`src/logic/procPkg.sv`:
```
/*
   Shared widths, opcodes and control encodings for the 16-bit single-cycle core.
   Every design file refers to these by scoped name, procPkg::name.
*/
package procPkg;

   // basic widths
   typedef logic [15:0] word_t;
   typedef logic [2:0]  regAddr_t;
   typedef logic [4:0]  opcode_t;
   typedef logic [1:0]  aluOp_t;
   typedef logic [2:0]  setKind_t;
   typedef logic [2:0]  brKind_t;

   localparam int NUM_REGS   = 8;
   localparam int DMEM_WORDS = 256;
   // word index width, byte address bit 0 is dropped
   localparam int DMEM_AW    = $clog2(DMEM_WORDS);

   // alu functions
   localparam aluOp_t ALU_ADD   = 2'd0;
   localparam aluOp_t ALU_XOR   = 2'd1;
   localparam aluOp_t ALU_ANDN  = 2'd2;
   localparam aluOp_t ALU_PASSB = 2'd3;

   // opcodes, instruction bits 15:11
   localparam opcode_t OP_HALT  = 5'b00000;
   localparam opcode_t OP_NOP   = 5'b00001;
   localparam opcode_t OP_J     = 5'b00100;
   localparam opcode_t OP_JR    = 5'b00101;
   localparam opcode_t OP_JAL   = 5'b00110;
   localparam opcode_t OP_ADDI  = 5'b01000;
   localparam opcode_t OP_SUBI  = 5'b01001;
   localparam opcode_t OP_XORI  = 5'b01010;
   localparam opcode_t OP_ANDNI = 5'b01011;
   localparam opcode_t OP_BEQZ  = 5'b01100;
   localparam opcode_t OP_BNEZ  = 5'b01101;
   localparam opcode_t OP_BLTZ  = 5'b01110;
   localparam opcode_t OP_BGEZ  = 5'b01111;
   localparam opcode_t OP_ST    = 5'b10000;
   localparam opcode_t OP_LD    = 5'b10001;
   localparam opcode_t OP_SLBI  = 5'b10010;
   localparam opcode_t OP_LBI   = 5'b11000;
   localparam opcode_t OP_BTR   = 5'b11001;
   // register alu ops, function in bits 1:0 (add, sub, xor, andn)
   localparam opcode_t OP_ALU   = 5'b11011;
   localparam opcode_t OP_SEQ   = 5'b11100;
   localparam opcode_t OP_SLT   = 5'b11101;
   localparam opcode_t OP_SLE   = 5'b11110;
   localparam opcode_t OP_SCO   = 5'b11111;

   // compare kinds
   localparam setKind_t SET_NONE = 3'd0;
   localparam setKind_t SET_EQ   = 3'd1;
   localparam setKind_t SET_LT   = 3'd2;
   localparam setKind_t SET_LE   = 3'd3;
   localparam setKind_t SET_CO   = 3'd4;

   // branch kinds
   localparam brKind_t BR_NONE = 3'd0;
   localparam brKind_t BR_EQZ  = 3'd1;
   localparam brKind_t BR_NEZ  = 3'd2;
   localparam brKind_t BR_LTZ  = 3'd3;
   localparam brKind_t BR_GEZ  = 3'd4;

   // decoded control for one instruction
   typedef struct packed {
      aluOp_t   aluOp;
      logic     invA;
      logic     invB;
      logic     useImm;
      logic     slbi;
      logic     btr;
      setKind_t setKind;
      brKind_t  branchKind;
      logic     jump;
      logic     jumpReg;
      logic     link;
      logic     memRead;
      logic     memWrite;
      logic     regWrite;
      regAddr_t writeReg;
      logic     halt;
   } ctrl_t;

   // what execute hands on to the result stage and the pc
   typedef struct packed {
      word_t value;
      word_t storeData;
      word_t nextPc;
      word_t linkPc;
   } exResult_t;

endpackage

```
`src/logic/regFile.sv`:
```
/*
   Eight 16-bit general registers, two combinational read ports and one write port.
   No reset, software sets registers up with LBI.
*/
`timescale 1ns/1ps

module regFile (
   input  logic             clk,
   input  logic             wrEn,
   input  procPkg::regAddr_t wrReg,
   input  procPkg::word_t   wrData,
   input  procPkg::regAddr_t rdRegA,
   input  procPkg::regAddr_t rdRegB,
   output procPkg::word_t   rdDataA,
   output procPkg::word_t   rdDataB
);

   procPkg::word_t regs [procPkg::NUM_REGS];

   // write lands at the edge, visible to reads in the next cycle
   always_ff @(posedge clk) begin
      if (wrEn) begin
         regs[wrReg] <= wrData;
      end
   end

   // reads are plain muxes, no bypass needed in a single cycle core
   assign rdDataA = regs[rdRegA];
   assign rdDataB = regs[rdRegB];

endmodule

```
`src/logic/alu.sv`:
```
/*
   16-bit ALU. Either input may be inverted before the adder or logic op,
   so subtraction is ~a + b + 1. Flags cover zero, carry out and signed overflow.
*/
`timescale 1ns/1ps

module alu (
   input  procPkg::word_t  a,
   input  procPkg::word_t  b,
   input  procPkg::aluOp_t op,
   input  logic            invA,
   input  logic            invB,
   input  logic            cin,
   output procPkg::word_t  out,
   output logic            zero,
   output logic            carry,
   output logic            ofl
);

   procPkg::word_t inA, inB;
   logic [16:0]    sum;

   assign inA = invA ? ~a : a;
   assign inB = invB ? ~b : b;

   // one extra bit holds the carry
   assign sum = {1'b0, inA} + {1'b0, inB} + {16'b0, cin};

   always_comb begin
      case (op)
         procPkg::ALU_XOR:  out = inA ^ inB;
         procPkg::ALU_ANDN: out = inA & ~inB;
         procPkg::ALU_PASSB: out = inB;
         default:           out = sum[15:0];
      endcase
   end

   assign zero  = (out == '0);
   assign carry = sum[16];
   // same signs in, different sign out
   assign ofl   = (inA[15] == inB[15]) && (sum[15] != inA[15]);

endmodule

```
`src/logic/decode.sv`:
```
/*
   Decode stage. Maps the opcode to the control struct, builds the immediate
   and reads rs (bits 10:8) and rt (bits 7:5) from the register file.
*/
`timescale 1ns/1ps

module decode (
   input  logic              clk,
   input  procPkg::word_t    instr,
   input  logic              wrEn,
   input  procPkg::regAddr_t wrReg,
   input  procPkg::word_t    wrData,
   output procPkg::ctrl_t    ctrl,
   output procPkg::word_t    rsData,
   output procPkg::word_t    rtData,
   output procPkg::word_t    imm
);

   procPkg::opcode_t op;
   procPkg::word_t   imm5s, imm5z, imm8s, imm8z, imm11s;

   assign op = instr[15:11];

   // immediate fields in both extensions
   assign imm5s  = {{11{instr[4]}}, instr[4:0]};
   assign imm5z  = {11'b0, instr[4:0]};
   assign imm8s  = {{8{instr[7]}}, instr[7:0]};
   assign imm8z  = {8'b0, instr[7:0]};
   assign imm11s = {{5{instr[10]}}, instr[10:0]};

   regFile regs (
      .clk(clk), .wrEn(wrEn), .wrReg(wrReg), .wrData(wrData),
      .rdRegA(instr[10:8]), .rdRegB(instr[7:5]),
      .rdDataA(rsData), .rdDataB(rtData)
   );

   always_comb begin
      // default is a nop that adds
      ctrl = '0;
      ctrl.aluOp = procPkg::ALU_ADD;
      ctrl.setKind = procPkg::SET_NONE;
      ctrl.branchKind = procPkg::BR_NONE;
      imm = '0;
      case (op)
         procPkg::OP_HALT:  ctrl.halt = 1'b1;
         procPkg::OP_ADDI,
         procPkg::OP_SUBI,
         procPkg::OP_XORI,
         procPkg::OP_ANDNI,
         procPkg::OP_LD: begin
            // I-format 1, rd in bits 7:5
            ctrl.useImm = 1'b1;
            ctrl.regWrite = 1'b1;
            ctrl.writeReg = instr[7:5];
            ctrl.invA = (op == procPkg::OP_SUBI);
            ctrl.memRead = (op == procPkg::OP_LD);
            if (op == procPkg::OP_XORI) ctrl.aluOp = procPkg::ALU_XOR;
            if (op == procPkg::OP_ANDNI) ctrl.aluOp = procPkg::ALU_ANDN;
            imm = (op == procPkg::OP_XORI || op == procPkg::OP_ANDNI) ? imm5z : imm5s;
         end
         procPkg::OP_ST: begin
            // stored value comes from rt port (bits 7:5)
            ctrl.useImm = 1'b1;
            ctrl.memWrite = 1'b1;
            imm = imm5s;
         end
         procPkg::OP_ALU, procPkg::OP_BTR,
         procPkg::OP_SEQ, procPkg::OP_SLT, procPkg::OP_SLE, procPkg::OP_SCO: begin
            // R-format, rd in bits 4:2
            ctrl.regWrite = 1'b1;
            ctrl.writeReg = instr[4:2];
            ctrl.btr = (op == procPkg::OP_BTR);
            case (op)
               procPkg::OP_SEQ: ctrl.setKind = procPkg::SET_EQ;
               procPkg::OP_SLT: ctrl.setKind = procPkg::SET_LT;
               procPkg::OP_SLE: ctrl.setKind = procPkg::SET_LE;
               procPkg::OP_SCO: ctrl.setKind = procPkg::SET_CO;
               default: ;
            endcase
            // compares except sco run rs minus rt
            ctrl.invB = (op == procPkg::OP_SEQ || op == procPkg::OP_SLT ||
                         op == procPkg::OP_SLE);
            if (op == procPkg::OP_ALU) begin
               case (instr[1:0])
                  2'b01:   ctrl.invA = 1'b1;
                  2'b10:   ctrl.aluOp = procPkg::ALU_XOR;
                  2'b11:   ctrl.aluOp = procPkg::ALU_ANDN;
                  default: ctrl.aluOp = procPkg::ALU_ADD;
               endcase
            end
         end
         procPkg::OP_BEQZ: begin ctrl.branchKind = procPkg::BR_EQZ; imm = imm8s; end
         procPkg::OP_BNEZ: begin ctrl.branchKind = procPkg::BR_NEZ; imm = imm8s; end
         procPkg::OP_BLTZ: begin ctrl.branchKind = procPkg::BR_LTZ; imm = imm8s; end
         procPkg::OP_BGEZ: begin ctrl.branchKind = procPkg::BR_GEZ; imm = imm8s; end
         procPkg::OP_LBI, procPkg::OP_SLBI: begin
            // rs is also the destination
            ctrl.useImm = 1'b1;
            ctrl.regWrite = 1'b1;
            ctrl.writeReg = instr[10:8];
            ctrl.slbi = (op == procPkg::OP_SLBI);
            ctrl.aluOp = (op == procPkg::OP_LBI) ? procPkg::ALU_PASSB : procPkg::ALU_ADD;
            imm = (op == procPkg::OP_SLBI) ? imm8z : imm8s;
         end
         procPkg::OP_J: begin ctrl.jump = 1'b1; imm = imm11s; end
         procPkg::OP_JAL: begin
            ctrl.jump = 1'b1;
            ctrl.link = 1'b1;
            ctrl.regWrite = 1'b1;
            ctrl.writeReg = 3'd7;
            imm = imm11s;
         end
         procPkg::OP_JR: begin
            // target is rs plus imm, computed by the alu
            ctrl.jump = 1'b1;
            ctrl.jumpReg = 1'b1;
            ctrl.useImm = 1'b1;
            imm = imm8s;
         end
         default: ;  // nop and unused opcodes
      endcase
   end

endmodule

```
`src/logic/execute.sv`:
```
/*
   Execute stage. Picks the ALU operands, forms compare and bit-reverse results
   and resolves the next pc for branches and jumps.
*/
`timescale 1ns/1ps

module execute (
   input  procPkg::ctrl_t     ctrl,
   input  procPkg::word_t     rsData,
   input  procPkg::word_t     rtData,
   input  procPkg::word_t     imm,
   input  procPkg::word_t     pc,
   output procPkg::exResult_t ex
);

   procPkg::word_t opA, opB, aluOut, revA, pcInc, target;
   logic           zero, carry, ofl, lt, setBit, taken;

   // slbi shifts rs up, the byte is added in below
   assign opA = ctrl.slbi ? (rsData << 8) : rsData;
   // branches test rs against zero
   assign opB = (ctrl.branchKind != procPkg::BR_NONE) ? '0 :
                ctrl.useImm ? imm : rtData;

   alu aluInst (
      .a(opA), .b(opB), .op(ctrl.aluOp),
      .invA(ctrl.invA), .invB(ctrl.invB), .cin(ctrl.invA | ctrl.invB),
      .out(aluOut), .zero(zero), .carry(carry), .ofl(ofl)
   );

   // signed less-than from the a-b result
   assign lt = aluOut[15] ^ ofl;

   always_comb begin
      case (ctrl.setKind)
         procPkg::SET_EQ: setBit = zero;
         procPkg::SET_LT: setBit = lt;
         procPkg::SET_LE: setBit = lt | zero;
         procPkg::SET_CO: setBit = carry;
         default:         setBit = 1'b0;
      endcase
   end

   always_comb begin
      for (int i = 0; i < 16; i++) begin
         revA[i] = rsData[15 - i];
      end
   end

   always_comb begin
      case (ctrl.branchKind)
         procPkg::BR_EQZ: taken = zero;
         procPkg::BR_NEZ: taken = ~zero;
         procPkg::BR_LTZ: taken = aluOut[15];
         procPkg::BR_GEZ: taken = ~aluOut[15];
         default:         taken = 1'b0;
      endcase
   end

   assign pcInc  = pc + 16'd2;
   assign target = pcInc + imm;

   assign ex.value = (ctrl.setKind != procPkg::SET_NONE) ? {15'b0, setBit} :
                     ctrl.btr ? revA : aluOut;
   assign ex.storeData = rtData;
   // jr uses the alu sum rs + imm
   assign ex.nextPc = ctrl.jumpReg ? aluOut :
                      (ctrl.jump | taken) ? target : pcInc;
   assign ex.linkPc = pcInc;

endmodule

```
`src/logic/result.sv`:
```
/*
   Memory and writeback. Holds the data memory, word addressed by byte address
   bits 8:1, and chooses what goes back to the register file.
*/
`timescale 1ns/1ps

module result (
   input  logic               clk,
   input  logic               rstN,
   input  procPkg::ctrl_t     ctrl,
   input  procPkg::exResult_t ex,
   input  logic               halted,
   output logic               wbEn,
   output procPkg::regAddr_t  wbReg,
   output procPkg::word_t     wbData
);

   procPkg::word_t             dmem [procPkg::DMEM_WORDS];
   logic [procPkg::DMEM_AW-1:0] addr;
   procPkg::word_t             loadData;
   logic                       live;

   // no writes of any kind in reset or after halt
   assign live = rstN & ~halted;

   assign addr = ex.value[procPkg::DMEM_AW:1];

   always_ff @(posedge clk) begin
      if (ctrl.memWrite && live) begin
         dmem[addr] <= ex.storeData;
      end
   end

   // loads read through in the same cycle
   assign loadData = dmem[addr];

   assign wbEn   = ctrl.regWrite & live;
   assign wbReg  = ctrl.writeReg;
   assign wbData = ctrl.memRead ? loadData :
                   ctrl.link    ? ex.linkPc : ex.value;

endmodule

```
`src/logic/proc.sv`:
```
/*
   Top of the single-cycle core. Holds the pc and halt flag and wires
   decode, execute and result. The instruction port is read combinationally.
*/
`timescale 1ns/1ps

module proc (
   input  logic              clk,
   input  logic              rstN,
   input  procPkg::word_t    instr,
   output procPkg::word_t    imemAddr,
   output logic              wbEn,
   output procPkg::regAddr_t wbReg,
   output procPkg::word_t    wbData,
   output logic              halted
);

   procPkg::word_t     pc;
   procPkg::ctrl_t     ctrl;
   procPkg::word_t     rsData, rtData, imm;
   procPkg::exResult_t ex;

   assign imemAddr = pc;

   // pc moves every edge until halt; halt freezes it until reset
   always_ff @(posedge clk) begin
      if (!rstN) begin
         pc <= '0;
         halted <= 1'b0;
      end else if (!halted) begin
         if (ctrl.halt) begin
            halted <= 1'b1;
         end else begin
            pc <= ex.nextPc;
         end
      end
   end

   decode decodeInst (
      .clk(clk), .instr(instr),
      .wrEn(wbEn), .wrReg(wbReg), .wrData(wbData),
      .ctrl(ctrl), .rsData(rsData), .rtData(rtData), .imm(imm)
   );

   execute executeInst (
      .ctrl(ctrl), .rsData(rsData), .rtData(rtData), .imm(imm), .pc(pc), .ex(ex)
   );

   result resultInst (
      .clk(clk), .rstN(rstN), .ctrl(ctrl), .ex(ex), .halted(halted),
      .wbEn(wbEn), .wbReg(wbReg), .wbData(wbData)
   );

endmodule

```
`config.mk`:
```
export PLATFORM = sky130hd
export DESIGN_NAME = proc
export DESIGN_NICKNAME = d
export VERILOG_FILES = /design/src/logic/procPkg.sv /design/src/logic/regFile.sv /design/src/logic/alu.sv /design/src/logic/decode.sv /design/src/logic/execute.sv /design/src/logic/result.sv /design/src/logic/proc.sv
export SDC_FILE = /design/constraint.sdc
export NUM_CORES = 2
export LEC_CHECK = 0
export BUFFER_PORTS_ARGS = -buffer_cell sky130_fd_sc_hd__buf_2
export CAP_MARGIN = 20
export CORE_ASPECT_RATIO = 1.5
export CORE_MARGIN = 2
export CORE_UTILIZATION = 30
export CTS_BUF_LIST = sky130_fd_sc_hd__clkbuf_8 sky130_fd_sc_hd__clkbuf_16
export DETAILED_ROUTE_END_ITERATION = 7
export PLACE_DENSITY = 0.41
export SETUP_SLACK_MARGIN = 0.15
export SLEW_MARGIN = 10
export SYNTH_ARGS = -nofsm -noshare
export SYNTH_HDL_FRONTEND = slang
export SYNTH_MEMORY_MAX_BITS = 65536
export SYNTH_SLANG_ARGS = --single-unit
```
`constraint.sdc`:
```
create_clock -name clk -period 10 [get_ports clk]
set_clock_uncertainty 0.15 [all_clocks]
set_input_delay 1 -clock clk [delete_from_list [all_inputs] [get_ports clk]]
set_output_delay 1 -clock clk [all_outputs]
set_load 0.005 [all_outputs]
```
==> results.md <==
- The critical path runs through a total of 25 cells.
- For the worst-skew pair, the clock arrives at the later sink with an insertion delay of 1050 ps.
- The cell area after placement is 177000 um2.
- The pre-antenna-repair detailed-routing pass consisted of 6 iterations.
- STA classifies the critical path startpoint as a primary input.
- The cell repeated most along the worst path is sky130_fd_sc_hd__buf_4.
- Synthesis inferred 4241 register bits.
- The net count of the mapped netlist is 9680.
- The worst register-to-register path begins at decodeInst.regs.regs[7][0].
- The commonest non-fill, non-tap cell in the layout is sky130_fd_sc_hd__edfxtp_1.
- The cell count after synthesis is 9611.
- The count of nets left with antenna violations once routing finished came out at 0.
- The row count is 329.
- For the worst setup path, the data required time is 8850 ps.
- The area of the die is 543000 um2.
- Clock-pin slew was measured on the worst setup and hold paths at 70 ps.
- The number of max-slew violations in the final report is 0.
- The tool flagged a number of max-cap violations equal to 0.
- The number of buffers inserted by hold repair at cts is 0.
- The initial DRC count is 10700.
- The path depth of the worst reg2reg path is 23.
- The horizontal die dimension is 602 um.
- Together, buffers and inverters on the worst path number 8.
- The worst path meets setup with 141 ps of slack.
- The layout-stage area growth over the synthesis result is 17.9%.
- The leading register cell type out of synthesis is sky130_fd_sc_hd__edfxtp_1.
- Setup repair after global routing left no endpoint under its margin.
- The cell type with the largest total area after synthesis is sky130_fd_sc_hd__edfxtp_1.
- The number of setup violations in the final report is 0.
- The post-synth design cell area is 161000 um2.
- In the finished design, the share of the clock period the worst path needs comes to 0.986.
- The setup slack of the worst register-to-register path is 2050 ps.
- The Yosys step of the flow raised 0 warnings.
- The TritonCTS clock tree is yes.
- The finished cells cover 190000 um2.
- The top achievable clock speed is 0.101 GHz.
- The global-route wire length before repair is 837000 um.
- The total routing resource utilization after global routing is 0.220.
- VDD sags by at most 0.210 mV.
- The number of failing hold endpoints at the final stage is 0.
- After layout, the design draws a total of 50.1 mW.
- The maximum number of pins on one net before global-route repair is 193.
- In the post-synthesis netlist, the biggest area contributors are sky130_fd_sc_hd__edfxtp_1, sky130_fd_sc_hd__a22oi_1, sky130_fd_sc_hd__a21oi_1.
- By startpoint and endpoint, the worst setup path is classified as primary input to output port.
- A synthesized cell averages 16.8 um2.
- In the final routed layout, each cell accounts on average for 34.7 um.
- The critical path ends at wbData[15].
- The cell sitting at the root of the clock tree is a sky130_fd_sc_hd__clkbuf_16.
- Counting flops with a built-in enable in the synthesized netlist gives 4224.
- The endpoint arrival time on the critical path is 8710 ps.
- Of the synthesized area, sequential elements account for 0.789.
- The longest clock path from root to sink contains 4 buffers.
- The top cell types in the final layout, fill and taps aside, are sky130_fd_sc_hd__edfxtp_1, sky130_fd_sc_hd__a22oi_1, sky130_fd_sc_hd__a21oi_1, sky130_fd_sc_hd__buf_4, sky130_fd_sc_hd__clkbuf_16.
- The shortest period the worst path allows is 9860 ps.
- The relative slew slack is 0.130.
- The initial utilization of the core area, before any placement, comes to 0.301.
- The launch point of the worst hold path is rstN.
- The CTS buffer count is 403.
- For this run, asynchronously set or reset flops after synthesis account for 0.
- Of the cells placed in the final design, the portion with a size suffix greater than 1 is 0.186.
- The post-layout net count is 10400.
- The detailed-placement wirelength estimate is 385000 um.
- The analysis attributes to cell leakage a power of 58.6 nW.
- The classification of the worst-slack hold path is primary input to flop.
- The number of antenna violations at the first check in global routing is 26.
- During placement, the flow inserted port buffers numbering 54.
- OpenSTA, run right after detailed placement, puts the worst setup slack at -192 ps.
- The routed design has 616000 um of wire.
- The average via count per standard cell is 5.52.
- The fraction of post-synthesis cell area in the top cell type by area is 0.787.
- The kind of cell adding the most delay to the critical path is compound AO/OA/AOI/OAI gates.
- Of all nets on the critical path, the largest fanout is 27.
- The number of unique standard cell types used by synthesis is 79.
- The capturing element type of the critical path is an output port.
- The first element of the critical path is instr[12].
- The overall die height is 902 um.
- The clock net sink count is 4241.
- The highest-delay cell along the critical path is sky130_fd_sc_hd__o41ai_1.
- The flow ran to the end, and the final reports show no timing, DRC or antenna violations.
- Summed over all layers, the global routing overflow is 0.
- The actual transition at the worst max-transition pin is 1290 ps.
- The fraction of the core area covered by cells at the end of the flow is 0.355.
- The total number of H-tree levels is 5.
- Fill cells in the final layout number 50700.
- The post-detailed-route DRC marker count is 0.
- The core region is 535000 um2.
- The peak per-stage delay on the critical path is 850 ps.
- 55 I/O pins were placed.
- The power per unit of standard cell area is 263 nW/um2.
- The number of global-route vias before repair is 97900.
- Summed over all failing endpoints, the final setup total negative slack is 0 ps.
- The final estimated routing congestion in global placement is 0.905.
- The via count is 98100.
- The worst register-to-register path ends at decodeInst.regs.regs[2][1].
report_power, final:
| part | switching (mW) | internal, mW | total, mW |
|---|---|---|---|
| combinational | 10.7 | 4.34 | 15.0 |
| sequential | 0.0204 | 19.9 | 19.9 |
| clock | 6.91 | 8.20 | 15.1 |
sequential cells by signal (all words and copies together), names as in the netlist:
register,count
halted,1
resultInst.dmem,4096
decodeInst.regs.regs,128
imemAddr,16
cell families after synthesis:
group | Yosys count | share of synthesized area
AO/OA/AOI/OAI | 3489 | 0.146
flip-flops | 4241 | 0.789
XOR/XNOR | 66 | 0.00359
multiplexers | 109 | 0.0119
buffers and inverters | 732 | 0.0176
AND/OR/NAND/NOR | 923 | 0.0275
adder cells (fa/ha/maj) | 51 | 0.00410
final cells by class:
cell class / count / area [um2] / area share
antenna: 26 / 65.1 / 0.000342
clock buffer: 406 / 10200 / 0.0535
clock inverter: 332 / 2540 / 0.0134
inverter: 44 / 165 / 0.000869
multi-input combinational: 4638 / 32600 / 0.172
sequential: 4241 / 127000 / 0.669
tap: 7116 / 8900 / 0.0469
timing repair buffer: 965 / 8410 / 0.0442
worst min path at each step:
| stage | endpoint | slack [ps] | depth (start not counted) |
|---|---|---|---|
| 2_1_floorplan | imemAddr[6] | 330 | 2 |
| 3_3_place_gp | imemAddr[15] | 350 | 2 |
| 3_5_place_dp | imemAddr[15] | 360 | 2 |
| 4_1_cts | imemAddr[9] | 150 | 3 |
| 5_1_grt | imemAddr[9] | 260 | 3 |
| 6_report | imemAddr[9] | 250 | 3 |
worst reg2reg max path, stage by stage (launching register included):
cell and delay [ps]:
sky130_fd_sc_hd__edfxtp_1 390, sky130_fd_sc_hd__mux4_2 490, sky130_fd_sc_hd__mux2_8 360, sky130_fd_sc_hd__mux2i_1 240, sky130_fd_sc_hd__nor2_1 90, sky130_fd_sc_hd__xnor2_1 190, sky130_fd_sc_hd__fa_1 500, sky130_fd_sc_hd__fa_1 630
sky130_fd_sc_hd__nor2_1 70, sky130_fd_sc_hd__o21ai_1 490, sky130_fd_sc_hd__o311ai_4 200, sky130_fd_sc_hd__buf_12 220, sky130_fd_sc_hd__buf_12 260, sky130_fd_sc_hd__buf_4 270, sky130_fd_sc_hd__buf_4 240, sky130_fd_sc_hd__a22oi_1 180
sky130_fd_sc_hd__a21oi_1 210, sky130_fd_sc_hd__o41ai_1 550, sky130_fd_sc_hd__o21ai_0 290, sky130_fd_sc_hd__o21ai_0 950, sky130_fd_sc_hd__buf_4 250, sky130_fd_sc_hd__a31oi_1 80, sky130_fd_sc_hd__buf_4 180, sky130_fd_sc_hd__buf_4 210
layer usage:
layer | track usage | up-vias | share of wire
li1 | - | 41100 | -
met1 | 0.267 | 52400 | 0.39
met2 | 0.389 | 3665 | 0.51
met3 | 0.0272 | 816 | 0.053
met4 | 0.101 | 8 | 0.051
met5 | 0 | - | 0.000078
through the flow:
step / std cells / hold WS (ps)
2_1_floorplan: 9611 / 325
3_3_place_gp: 17000 / 349
3_5_place_dp: 17000 / 362
4_1_cts: 17700 / 150
5_1_grt: 17800 / 262
6_report: 17800 / 252
cell usage after synthesis, drive strengths merged (5+ instances only):
cell / n
edfxtp: 4224
a22oi: 1960
a21oi: 1038
clkbuf: 476
nor2: 373
buf: 212
nor4: 197
nand2: 138
o21ai: 102
o22ai: 86
mux4: 64
o41ai: 61
nand3: 58
ha: 48
inv: 44
xnor2: 40
nor3: 37
a221oi: 27
xor2: 26
a31oi: 25
mux2i: 23
mux2: 22
nand2b: 22
a22o: 21
nand4: 21
a211oi: 19
and3: 17
dfxtp: 17
o211ai: 17
o31ai: 17
a222oi: 15
a21o: 14
or2: 11
a32o: 10
and2: 10
a32oi: 9
o21a: 9
or3: 9
nor2b: 7
o221ai: 6
a2111oi: 5
o21bai: 5
o311ai: 5
or4: 5
repair_timing:
item | 4_1_cts | 5_1_grt
pin swaps | 0 | 4
resized for setup | 3 | 14
endpoints found under the setup margin | 3 | 16
buffers inserted | 0 | 9
No activity file was read; power rests on OpenSTA's default activity.
